$ cat config.mk
export PLATFORM = sky130hd
export DESIGN_NAME = ppu_stat_irq
export DESIGN_NICKNAME = d
export VERILOG_FILES = /design/src/verilog/ppu_settings.svh /design/src/verilog/ppu_pkg.sv /design/src/verilog/ppu_stat_irq.sv
export SDC_FILE = /design/constraint.sdc
export NUM_CORES = 1
export LEC_CHECK = 0
export ABC_AREA = 1
export BUFFER_PORTS_ARGS = -buffer_cell sky130_fd_sc_hd__buf_2
export CORE_AREA = 4 4 41 43
export DETAILED_ROUTE_END_ITERATION = 16
export DIE_AREA = 0 0 45 47
export HOLD_SLACK_MARGIN = 0.02
export PLACE_DENSITY = 0.69
export SKIP_LAST_GASP = 1
export SYNTH_ARGS = -nofsm -noshare
export SYNTH_HDL_FRONTEND = slang
export SYNTH_SLANG_ARGS = --single-unit
$ cat constraint.sdc
create_clock -name clk -period 0.93 [get_ports clk]
set_clock_uncertainty 0.2 [all_clocks]
set_input_delay 0.0465 -clock clk [delete_from_list [all_inputs] [get_ports clk]]
set_output_delay 0.0465 -clock clk [all_outputs]
set_load 0.03 [all_outputs]
$ cat src/verilog/ppu_settings.svh
`ifndef PPU_SETTINGS_SVH
`define PPU_SETTINGS_SVH

// ============================================================
// Display timing
// ============================================================
`define PPU_CYCLES_PER_LINE 456
`define PPU_LINES_PER_FRAME 154
`define PPU_VISIBLE_LINES   144
`define PPU_MODE2_LEN       80
`define PPU_MODE3_LEN       172

// ============================================================
// CPU address map
// ============================================================
`define PPU_VRAM_START      16'h8000
`define PPU_VRAM_END        16'h9FFF
`define PPU_OAM_START       16'hFE00
`define PPU_OAM_END         16'hFE9F
`define PPU_REGS_START      16'hFF40
`define PPU_REGS_END        16'hFF4B

// Memory depths in bytes
`define PPU_VRAM_WORDS      8192
`define PPU_OAM_WORDS       160

// Register values after reset, display enabled
`define PPU_LCDC_RESET      8'h91
`define PPU_STAT_EN_RESET   4'h0
`define PPU_SCROLL_RESET    8'h00
`define PPU_LYC_RESET       8'h00
`define PPU_BGP_RESET       8'hFC

`endif

$ cat src/verilog/ppu_pkg.sv
package ppu_pkg;

  // ============================================================
  // Display mode, encoded as the STAT mode bits
  // ============================================================
  typedef enum logic [1:0] {
    HBLANK   = 2'd0,
    VBLANK   = 2'd1,
    OAM_SCAN = 2'd2,
    TRANSFER = 2'd3
  } ppu_mode_t;

  // CPU side bus request, one cycle per access
  typedef struct packed {
    logic        read_en;
    logic        write_en;
    logic [15:0] addr;
    logic [7:0]  wdata;
  } ppu_bus_t;

  // Live display position
  typedef struct packed {
    ppu_mode_t  mode;
    logic [7:0] ly;
  } ppu_timing_t;

  // Writable register contents
  // stat_en[3] LYC match, [2] OAM scan, [1] HBlank, [0] VBlank
  typedef struct packed {
    logic [7:0] lcdc;
    logic [7:0] scy;
    logic [7:0] scx;
    logic [7:0] lyc;
    logic [7:0] bgp;
    logic [3:0] stat_en;
  } ppu_ctrl_t;

  // Interrupt request pulses
  typedef struct packed {
    logic vblank;
    logic stat;
  } ppu_irq_t;

endpackage

$ cat src/verilog/ppu_stat_irq.sv
`timescale 1ns/1ps

module ppu_stat_irq (
  input  logic                 clk,
  input  logic                 reset,
  input  ppu_pkg::ppu_timing_t timing,
  input  ppu_pkg::ppu_ctrl_t   ctrl,
  output logic                 coincidence,
  output logic                 stat_pulse
);

  logic stat_line;
  logic stat_line_q;

  assign coincidence = (timing.ly == ctrl.lyc);

  // LYC match first, then the mode sources
  always_comb begin
    stat_line = 1'b0;
    if (ctrl.stat_en[3] && coincidence) begin
      stat_line = 1'b1;
    end else if (ctrl.stat_en[2] && timing.mode == ppu_pkg::OAM_SCAN) begin
      stat_line = 1'b1;
    end else if (ctrl.stat_en[1] && timing.mode == ppu_pkg::HBLANK) begin
      stat_line = 1'b1;
    end else if (ctrl.stat_en[0] && timing.mode == ppu_pkg::VBLANK) begin
      stat_line = 1'b1;
    end
  end

  // Rising edge of the shared line gives one request
  always_ff @(posedge clk or posedge reset) begin
    if (reset) begin
      stat_line_q <= 1'b0;
      stat_pulse  <= 1'b0;
    end else begin
      stat_line_q <= stat_line;
      stat_pulse  <= stat_line && !stat_line_q;
    end
  end

endmodule

# After elaboration in Yosys (flattened, before gate mapping)
# Index checks and enable logic that the tools add are counted.
dict set report totals {
  register_bits 2
  in_bits 56
  output_inout_bits 2
  wordCells 16
}
dict set report classes {
  eq_ne 3
  n_mux 4
  reduce_logical 7
}
# operator n
set ops {}
lappend ops {{== test 8 bit} 1}
lappend ops {{logical AND 1 bit} 5}
lappend ops {{two-way mux 1 bit} 4}
lappend ops {{== test 2 x 1 -> 1 bit (second input constant)} 1}
lappend ops {{== test 2 bit (second input constant)} 1}
lappend ops {{logical NOT 2 bit} 1}
lappend ops {{logical NOT 1 bit} 1}

# Logic depth before layout (Yosys ltp)
# Gate-level depths: netlist (run 1).
dict set report logic_depth {
  depth_word 7
  depth_mapped 7
  ltp_nobuf 7
}

# Worst setup path before layout (run 1)
# Ideal clock, no wire load.
dict set report synth_timing {
  path_type {input to output}
  from {input port timing[1] in the netlist's numbering}
  to {output port coincidence}
  t_arrival_ns 1.226
  required_ns 0.683
  slack_ns -0.543
  stages 5
  n_path_buf 0
  cell_sequence {inv_1 nand2_1 nand2_1 nand2_1 nor4_1}
}
dict set report synth_via {
  elab_chain_cells 1
}
# element line
set synth_lines {}
lappend synth_lines {{start, declared} ppu_stat_irq.sv:6} ;# input ppu_pkg::ppu_timing_t timing,
lappend synth_lines {{== test 8 bit} ppu_stat_irq.sv:15} ;# assign coincidence = (timing.ly == ctrl.lyc);
lappend synth_lines {{end, declared} ppu_stat_irq.sv:8} ;# output logic coincidence,
# Every way passes these cells.

# Worst setup path in the final report (run 1)
dict set report layout_timing {
  from {input port timing[6] in the netlist's numbering}
  to {output port coincidence}
}
# Same word-level chain as after synthesis.

==> flow_summary_export.csv, run 1 <==
group,metric,value,unit
worst_setup_path,end_kind,"primary output",
final_layout,drive_gt1_share,51.3,%
run_status,status,"finished, violations left",
sta,drv_slew,0,
power_and_ir_drop,vdd_ir_drop_max,0.266,mV
drt,viasPerCell,4.02,
drt,drc,0,
floorplan,num_rows,13,
synth,synth_nets,102,
clock_network,cts_root_buffer,"clkbuf_4",
sta,worst_pin_slew,211,ps
sta,hold_violations,2,
floorplan,ioPinCount,58,
worst_setup_path,setup.worst_path.class,"in -> out",
clock_network,clock_latency,220,ps
synth,synthDistinctLibCells,11,
global_route,grt_pass1_wl,1120,um
power_and_ir_drop,leakage,0.000308,uW
sta,finalCriticalPeriod,1100,ps
drt,drt_iter0_drc,5,
place,dp_hpwl,619,um
drt,ant_nets,0,
global_route,grt_use_total,7.41,%
sta,fmax,0.912,GHz
synth,syn_area,253,um2
power_and_ir_drop,clkPwrFrac,39.7,%
sta,fin_hold_ws,-105,ps
global_route,grt_overflow_total,0,
global_route,grt_pass1_vias,314,
power_and_ir_drop,p_per_area,916,mW/mm2
hold_path,hold_class,"in -> reg",
synth,ys_seq_elements,2,
sta,post-route-period-util,118,%
worst_setup_path,start_kind,"input port",
sta,setup_viol,2,
job,timing.max_cap.violations,0,
worst_setup_path,crit_fanout,2,
place,globalplace.congestion,0.570,
clock_network,postCtsHoldBufs,1,
power_and_ir_drop,power_frac_seq,21.1,%
floorplan,chipWidth,45,um
power_and_ir_drop,swShare,28.2,%
power_and_ir_drop,p_int,335,uW
sta,worst_slack,-167,ps
clock_network,htreeDepth,1,
power_and_ir_drop,p_comb_share,39.2,%
power_and_ir_drop,p_sw,132,uW
global_route,grt_max_degree,3,
final_layout,layout_common_cells,"21 x buf_2, 16 x nand2_1, 11 x inv_1",
synth,yosysSeqAreaShare,19.8,%
synth,syn-instance-count,46,
final_layout,antenna_cells,0,
clock_network,path_clk_slew,30,ps
drt,dr.pass1.iters,2,
drt,via_count,366,
worst_setup_path,r2r_slack,210,ps
synth,synth_warnings,0,
sta,rsz0062_at_grt,"true",
power_and_ir_drop,p_total,466,uW
sta,tns,-198,ps
worst_setup_path,required,680,ps
final_layout,final_nets,134,
worst_setup_path,cp.arrival,850,ps
clock_network,cts_sinks,2,
place,io_buffers,25,
floorplan,coreArea,0.00130,mm2
sta,relSlewSlack,85.8,%
clock_network,clock_path_buffers,2,
final_layout,layout_commonest_cell,"buf_2",
floorplan,initial_core_util,19.4,%
final_layout,area_growth,101,%
drt,wl_per_cell,7.68,um
floorplan,fp.dieH,47,um
synth,avgSynthCellArea,5.49,um2
clock_network,cts_buffers,3,
drt,drt_wl_total,699,um
global_route,antenna_found_initial,0,
run_status,failed_checks,"hold timing, setup timing",
clock_network,cts_tree,"built",
floorplan,die_area,0.00212,mm2
==> path summary, 6_finish.rpt <==
kind                                   from     endpoint  depth (start not counted)
worst max-delay path              timing[6]  coincidence                          5
worst min-delay path                ctrl[3]   stat_pulse                          3
worst max register to register  stat_line_q   stat_pulse                          1
worst min register to register  stat_line_q   stat_pulse                          1
max in group asynchronous             reset  stat_line_q                          3
min in group asynchronous             reset   stat_pulse                          3
==> metal layers <==
| layer | up-vias | GRT usage [%] | routed length, um |
|---|---|---|---|
| met5 | - | 0 | 0 |
| met4 | 0 | 5.26 | 0 |
| met3 | 0 | 2.30 | 90 |
| met2 | 18 | 13.8 | 376 |
| met1 | 154 | 6.79 | 232 |
| li1 | 194 | - | - |
==> cell usage after synthesis <==
library cell | n | share of area [%]
a21oi_2 | 1 | 3.5
nand2_1 | 20 | 30
o31a_1 | 1 | 3.5
dfrtp_1 | 2 | 20
nand3_2 | 1 | 4.0
nor2_2 | 1 | 2.5
nand3_1 | 1 | 2.0
nor4_1 | 1 | 2.5
inv_1 | 12 | 18
xnor2_1 | 3 | 10
nor2_1 | 3 | 4.5
==> worst max-delay path: stages <==
cell	delay, ps
buf_8	100
xnor2_4	150
nand2_2	100
nor4_4	290
buf_6	170
==> power groups by stage <==
stage                     combinational (uW)  clock [uW]  sequential [uW]
final                                    183         185             98.5
after global routing                     205         201             99.0
after CTS                                152         195             99.0
after global placement                   138           0             98.4
after detailed placement                 144           0             99.0
after floorplan                         69.8           0              106
==> what timing repair did <==
action,4_1_cts,5_1_grt
pin swaps,0,5
buffers inserted,0,1
hold endpoints to repair,4,2
endpoints found under the setup margin,2,3
resized for setup,4,11
==> logic make-up after synthesis <==
logic type                synth area share (%)
and+or+nand+nor                           45.0
buffers and inverters                     17.8
xor gates and xnor gates                  10.4
AOI/OAI and AO/OA                         6.93
DFF                                       19.8
==> state kept, by name, indices dropped and copies added, names as in the netlist <==
name,flops
stat_line_q,1
stat_pulse,1
==> area by class of cell <==
class | count | area [um2]
Tap cell | 15 | 18.8
Fill cell | 143 | 792
Multi-Input combinational cell | 32 | 201
Sequential cell | 2 | 50.0
Timing Repair Buffer | 27 | 171
Clock buffer | 3 | 22.5
Inverter | 12 | 45.0
==> stage by stage <==
step	hold WS [ps]	utilization, %	cell area [um2]	setup slack (ps)	cells
6_report	-105	39.1	509	-167	91
5_1_grt	-81.3	39.1	509	-227	91
4_1_cts	-110	35.1	457	-157	90
3_5_place_dp	-303	31.6	412	-198	86
3_3_place_gp	-306	31.6	412	-188	86
2_1_floorplan	-412	-	268	-66.2	46
Power figures use the tool's default switching activity.
==> run 2, diff against run 1 <==
--- a/config.mk
+++ b/config.mk
@@ -6,6 +6,7 @@
 export NUM_CORES = 1
 export LEC_CHECK = 0
 export ABC_AREA = 1
+export ABC_CLOCK_PERIOD_IN_PS = 1200
 export BUFFER_PORTS_ARGS = -buffer_cell sky130_fd_sc_hd__buf_2
 export CORE_AREA = 4 4 41 43
 export DETAILED_ROUTE_END_ITERATION = 16
==> constraint.sdc (replaced) <==
create_clock -name clk -period 1.2 [get_ports clk]
set_clock_uncertainty 0.2 [all_clocks]
set_input_delay 0.06 -clock clk [delete_from_list [all_inputs] [get_ports clk]]
set_output_delay 0.06 -clock clk [all_outputs]
set_load 0.03 [all_outputs]
==> flow_summary_export.csv, run 2 (synthesized netlist as in run 1, its figures left out) <==
group,metric,value,unit
run_status,status,"finished clean",
clock_network,cts_tree,"built",
power_and_ir_drop,swShare,27.2,%
worst_setup_path,critPathSlowestCell,"nor4_2",
power_and_ir_drop,leakage,0.000287,uW
clock_network,post_cts_buffers,0,
clock_network,clock_path_buffers,2,
worst_setup_path,crit_fanout,2,
floorplan,num_rows,13,
floorplan,ioPinCount,58,
clock_network,path_clk_slew,30,ps
power_and_ir_drop,p_int,241,uW
drt,via_count,354,
sta,tns,0,ps
final_layout,layout_commonest_cell,"buf_2",
worst_setup_path,required,940,ps
sta,worst_pin_slew,183,ps
drt,viasPerCell,3.89,
place,globalplace.congestion,0.588,
drt,dr.pass1.iters,2,
global_route,grt_max_degree,3,
sta,rsz0062_at_grt,"false",
sta,finalCriticalPeriod,1080,ps
sta,fmax,0.922,GHz
floorplan,coreArea,0.00130,mm2
sta,drv_slew,0,
final_layout,nFillCells,158,
clock_network,clock_latency,220,ps
sta,post-route-period-util,90.4,%
floorplan,chipWidth,45,um
final_layout,final_core_util,34.4,%
final_layout,area_growth,77.2,%
worst_setup_path,max_stage_delay,260,ps
drt,wl_per_cell,7.56,um
drt,drt_iter0_drc,1,
final_layout,reg.largest.list,"stat_line_q (1), stat_pulse (1)",
final_layout,final_nets,134,
power_and_ir_drop,p_sw,90.1,uW
power_and_ir_drop,clkPwrFrac,43.7,%
clock_network,cts_root_buffer,"clkbuf_4",
final_layout,regArea,50.0,um2
worst_setup_path,cp.arrival,820,ps
hold_path,hold_class,"in -> reg",
floorplan,die_area,0.00212,mm2
worst_setup_path,cp_common_cell,"nand2_1",
power_and_ir_drop,power_frac_seq,22.9,%
worst_setup_path,setup.worst_path.class,"in -> out",
power_and_ir_drop,p_per_area,739,mW/mm2
job,timing.max_cap.violations,0,
drt,drc,0,
global_route,grt_use_total,7.33,%
global_route,grt_pass1_vias,327,
final_layout,antenna_cells,0,
power_and_ir_drop,vdd_ir_drop_max,0.115,mV
worst_setup_path,end_kind,"primary output",
place,io_buffers,25,
global_route,antenna_found_initial,0,
sta,relSlewSlack,87.7,%
global_route,grt_pass1_wl,1120,um
sta,setup_viol,0,
global_route,grt_overflow_total,0,
final_layout,drive_gt1_share,42.1,%
sta,hold_violations,0,
worst_setup_path,cp_cell_sequence,"buf_2, inv_1, nand2_1, nand2_1, nand2_1, nor4_2, buf_4",
floorplan,fp.dieH,47,um
clock_network,cts_buffers,3,
final_layout,layout_common_cells,"24 x buf_2, 20 x nand2_1, 12 x inv_1",
worst_setup_path,r2r_slack,470,ps
floorplan,initial_core_util,19.4,%
clock_network,htreeDepth,1,
worst_setup_path,start_kind,"input port",
drt,drt_wl_total,688,um
power_and_ir_drop,p_comb_share,33.4,%
final_layout,multi_input_area,164,um2
clock_network,cts_sinks,2,
place,dp_hpwl,633,um
drt,ant_nets,0,
-- run 2: changes by cell type in the layout (fill, tap and decap cells not counted), sizes merged --
| cell | delta |
|---|---|
| dlygate4sd3 | +1 |
| buf | -1 |
-- run 2: cell type report --
| cell class | instances | area share (%) |
|---|---|---|
| clock buffer | 3 | 5.03 |
| timing repair buffer | 27 | 33.0 |
| inverter | 12 | 10.1 |
| multi-input combinational | 32 | 36.6 |
| tap | 15 | 4.19 |
| sequential | 2 | 11.2 |
-- run 2: metrics by stage --
step                total power (uW)  std cells  setup WS (ps)  hold slack, ps  instance area (um2)
finish                           331         91            115            10.3                  448
CTS                              342         91           73.8            5.68                  445
global placement                 179         86           81.1            -293                  403
global route                     357         91          0.851            37.1                  448
detailed placement               183         86           79.1            -288                  403
floorplan                        132         46           22.1            -399                  259
-- run 2: final timing paths --
path                          endpoint        start  cells past startpoint
min in group asynchronous   stat_pulse        reset                      3
hold reg to reg             stat_pulse  stat_line_q                      1
setup / recovery           coincidence    timing[1]                      7
setup reg to reg            stat_pulse  stat_line_q                      1
max in group asynchronous  stat_line_q        reset                      3
hold / removal              stat_pulse    timing[9]                      3
-- run 2: metal layers --
metal | track usage, % | vias up | routed length [um]
li1 | - | 194 | -
met5 | 0 | - | 0
met4 | 7.02 | 0 | 0
met3 | 1.15 | 0 | 57
met2 | 13.0 | 12 | 401
met1 | 7.24 | 148 | 229
-- run 2: worst max-delay path, delay by kind of cell --
family,cells,cell delay [ps]
simple gates,4,430
buf+inv,3,340
-- run 2: timing repair --
action | in CTS | in global routing
gates resized for setup | 0 | 2
setup endpoints to repair | 0 | 1
hold buffers | 2 | 0
endpoints found under the hold margin | 4 | 0
-- run 2: power by group through the flow --
stage	clock network (uW)	logic (uW)	registers (uW)
floorplan	0	49.9	82.5
global placement	0	103	76.3
detailed placement	0	107	76.7
CTS	154	112	76.0
global route	155	126	76.1
finish	145	110	75.9
==> run 3, diff against run 2 <==
--- a/config.mk
+++ b/config.mk
@@ -5,14 +5,13 @@
 export SDC_FILE = /design/constraint.sdc
 export NUM_CORES = 1
 export LEC_CHECK = 0
-export ABC_AREA = 1
 export ABC_CLOCK_PERIOD_IN_PS = 1200
 export BUFFER_PORTS_ARGS = -buffer_cell sky130_fd_sc_hd__buf_2
 export CORE_AREA = 4 4 41 43
 export DETAILED_ROUTE_END_ITERATION = 16
 export DIE_AREA = 0 0 45 47
+export GPL_TIMING_DRIVEN = 0
 export HOLD_SLACK_MARGIN = 0.02
-export PLACE_DENSITY = 0.69
 export SKIP_LAST_GASP = 1
 export SYNTH_ARGS = -nofsm -noshare
 export SYNTH_HDL_FRONTEND = slang
==> flow_summary_export.csv, run 3 <==
group,metric,value,unit
final_layout,reg.largest.list,"stat_line_q (1), stat_pulse (1)",
sta,worst_pin_slew,226,ps
worst_setup_path,cp_cell_sequence,"buf_2, xnor2_1, nand4_1, nor2_1, buf_2",
floorplan,fp.dieH,47,um
floorplan,initial_core_util,14.8,%
synth,syn-instance-count,21,
clock_network,cts_buffers,3,
worst_setup_path,cp_common_cell,"buf_2",
drt,drt_iter0_drc,0,
power_and_ir_drop,leakage,0.000195,uW
floorplan,die_area,0.00212,mm2
synth,synth_warnings,0,
final_layout,final_nets,108,
worst_setup_path,crit_fanout,2,
worst_setup_path,r2r_cells,1,
synth,ys.flop_type,"dfrtp_1",
global_route,grt_pass1_wl,848,um
hold_path,hold_class,"in -> reg",
sta,relSlewSlack,84.8,%
clock_network,htreeDepth,1,
final_layout,layout_commonest_cell,"buf_2",
clock_network,path_clk_slew,30,ps
synth,synth_top_cells_by_area,"xnor2_1 36%, dfrtp_1 26%, nand4_1 6.5%",
drt,route.met3.wl,94,um
final_layout,area_growth,91.6,%
global_route,antenna_found_initial,0,
clock_network,cts_root_buffer,"clkbuf_4",
drt,ant_nets,0,
synth,yosysSeqAreaShare,26.0,%
sta,rsz0062_at_grt,"false",
drt,viasPerCell,3.71,
sta,hold_violations,0,
worst_setup_path,cp.arrival,780,ps
synth,synthArstFlopShare,100,%
final_layout,antenna_cells,0,
sta,tns,0,ps
clock_network,cts_tree,"built",
drt,met2_wirelength,226,um
clock_network,post_cts_buffers,0,
floorplan,ioPinCount,58,
place,io_buffers,25,
synth,synth_edf_count,0,
run_status,status,"finished clean",
place,dp_slack,82.6,ps
floorplan,chipWidth,45,um
drt,drc,0,
global_route,grt_max_degree,3,
synth,synth_commonest_cells,"8 x xnor2_1, 2 x dfrtp_1, 2 x inv_1, 2 x nand4_1",
sta,fmax,0.960,GHz
synth,synth_top_area_share,36.4,%
clock_network,clock_latency,220,ps
hold_path,min_path_cells,4,
worst_setup_path,end_kind,"primary output",
synth,yosysMostFrequentCell,"xnor2_1",
place,dp_hpwl,451,um
synth,synthDistinctLibCells,11,
drt,drt_wl_total,488,um
synth,ys_seq_elements,2,
synth,yosys.area.top_type,"xnor2_1",
floorplan,coreArea,0.00130,mm2
global_route,grt_use_total,5.69,%
worst_setup_path,start_kind,"input port",
job,timing.max_cap.violations,0,
sta,setup_viol,0,
place,globalplace.congestion,0.603,
synth,synth_nets,77,
worst_setup_path,max_stage_delay,200,ps
sta,post-route-period-util,86.8,%
power_and_ir_drop,vdd_ir_drop_max,0.176,mV
worst_setup_path,setup.worst_path.class,"in -> out",
global_route,grt_overflow_total,0,
worst_setup_path,required,940,ps
drt,via_count,241,
global_route,grt_pass1_vias,257,
drt,dr.max_layer_used,"met3",
drt,wl_per_cell,7.51,um
final_layout,drive_gt1_share,58.0,%
synth,syn_area,193,um2
sta,finalCriticalPeriod,1040,ps
final_layout,layout_common_cells,"25 x buf_2, 8 x xnor2_1, 3 x clkbuf_4",
worst_setup_path,critPathSlowestCell,"buf_2",
drt,wl_met1,168,um
synth,avgSynthCellArea,9.18,um2
clock_network,cts_sinks,2,
sta,worst_slack,158,ps
sta,drv_slew,0,
floorplan,num_rows,13,
power_and_ir_drop,p_per_area,851,mW/mm2
clock_network,clock_path_buffers,2,
drt,dr.pass1.iters,1,
==> run 3: worst max-delay path: cells and delay by family <==
kind                   cells  cell delay (ps)
buffers and inverters      2              300
AND/OR/NAND/NOR            2              270
XOR/XNOR                   1              150
==> run 3: kinds of logic (layout without fill, tap and decap cells) <==
kind of cell           after synthesis  after routing  share of synthesized area (%)
AND/OR/NAND/NOR                      6              6                           20.8
flip-flops                           2              2                           26.0
buffers and inverters                2             31                           3.90
AO/OA/AOI/OAI                        2              2                           7.79
XOR/XNOR                             8              8                           36.4
multiplexers                         1              1                           5.20
==> run 3: cell type report <==
type	count	area, um2
multi-input combinational	17	135
fill	153	932
tap	15	18.8
clock buffer	3	22.5
inverter	2	7.51
timing repair buffer	26	135
sequential	2	50.0
==> run 3: power by group <==
group          switching, uW  internal (uW)
logic                   37.1           56.7
clock network           35.3            110
registers               1.21           73.7
total                   73.5            240
==> run 3: metrics by stage <==
step	std cells	hold WS [ps]	utilization (%)	instance area (um2)	total power, uW
final	65	16.9	28.4	369	314
after global routing	65	73.5	28.4	369	334
after CTS	65	23.5	28.4	369	326
after detailed placement	61	-290	25.9	337	169
after global placement	61	-291	25.9	337	167
after floorplan	21	-399	-	193	121
==> run 3: what timing repair did <==
| item | 4_1_cts | 5_1_grt |
|---|---|---|
| hold endpoints to repair | 2 | 0 |
| hold buffers | 1 | 0 |
| gates resized for setup | 0 | 0 |
==> run 3: final timing paths <==
check                       startpoint           to  slack, ps
max                           ctrl[17]  coincidence        160
min                            ctrl[2]  stat_line_q         20
max reg2reg                stat_line_q   stat_pulse        400
min reg2reg                stat_line_q   stat_pulse        280
max in group asynchronous        reset   stat_pulse        660
min in group asynchronous        reset  stat_line_q         30
==> run 3: per-layer routing <==
| layer | track usage (%) | up-vias |
|---|---|---|
| met2 | 9.04 | 18 |
| met4 | 7.02 | 0 |
| met1 | 6.14 | 95 |
| met5 | 0 | - |
| met3 | 0.383 | 0 |
| li1 | - | 128 |
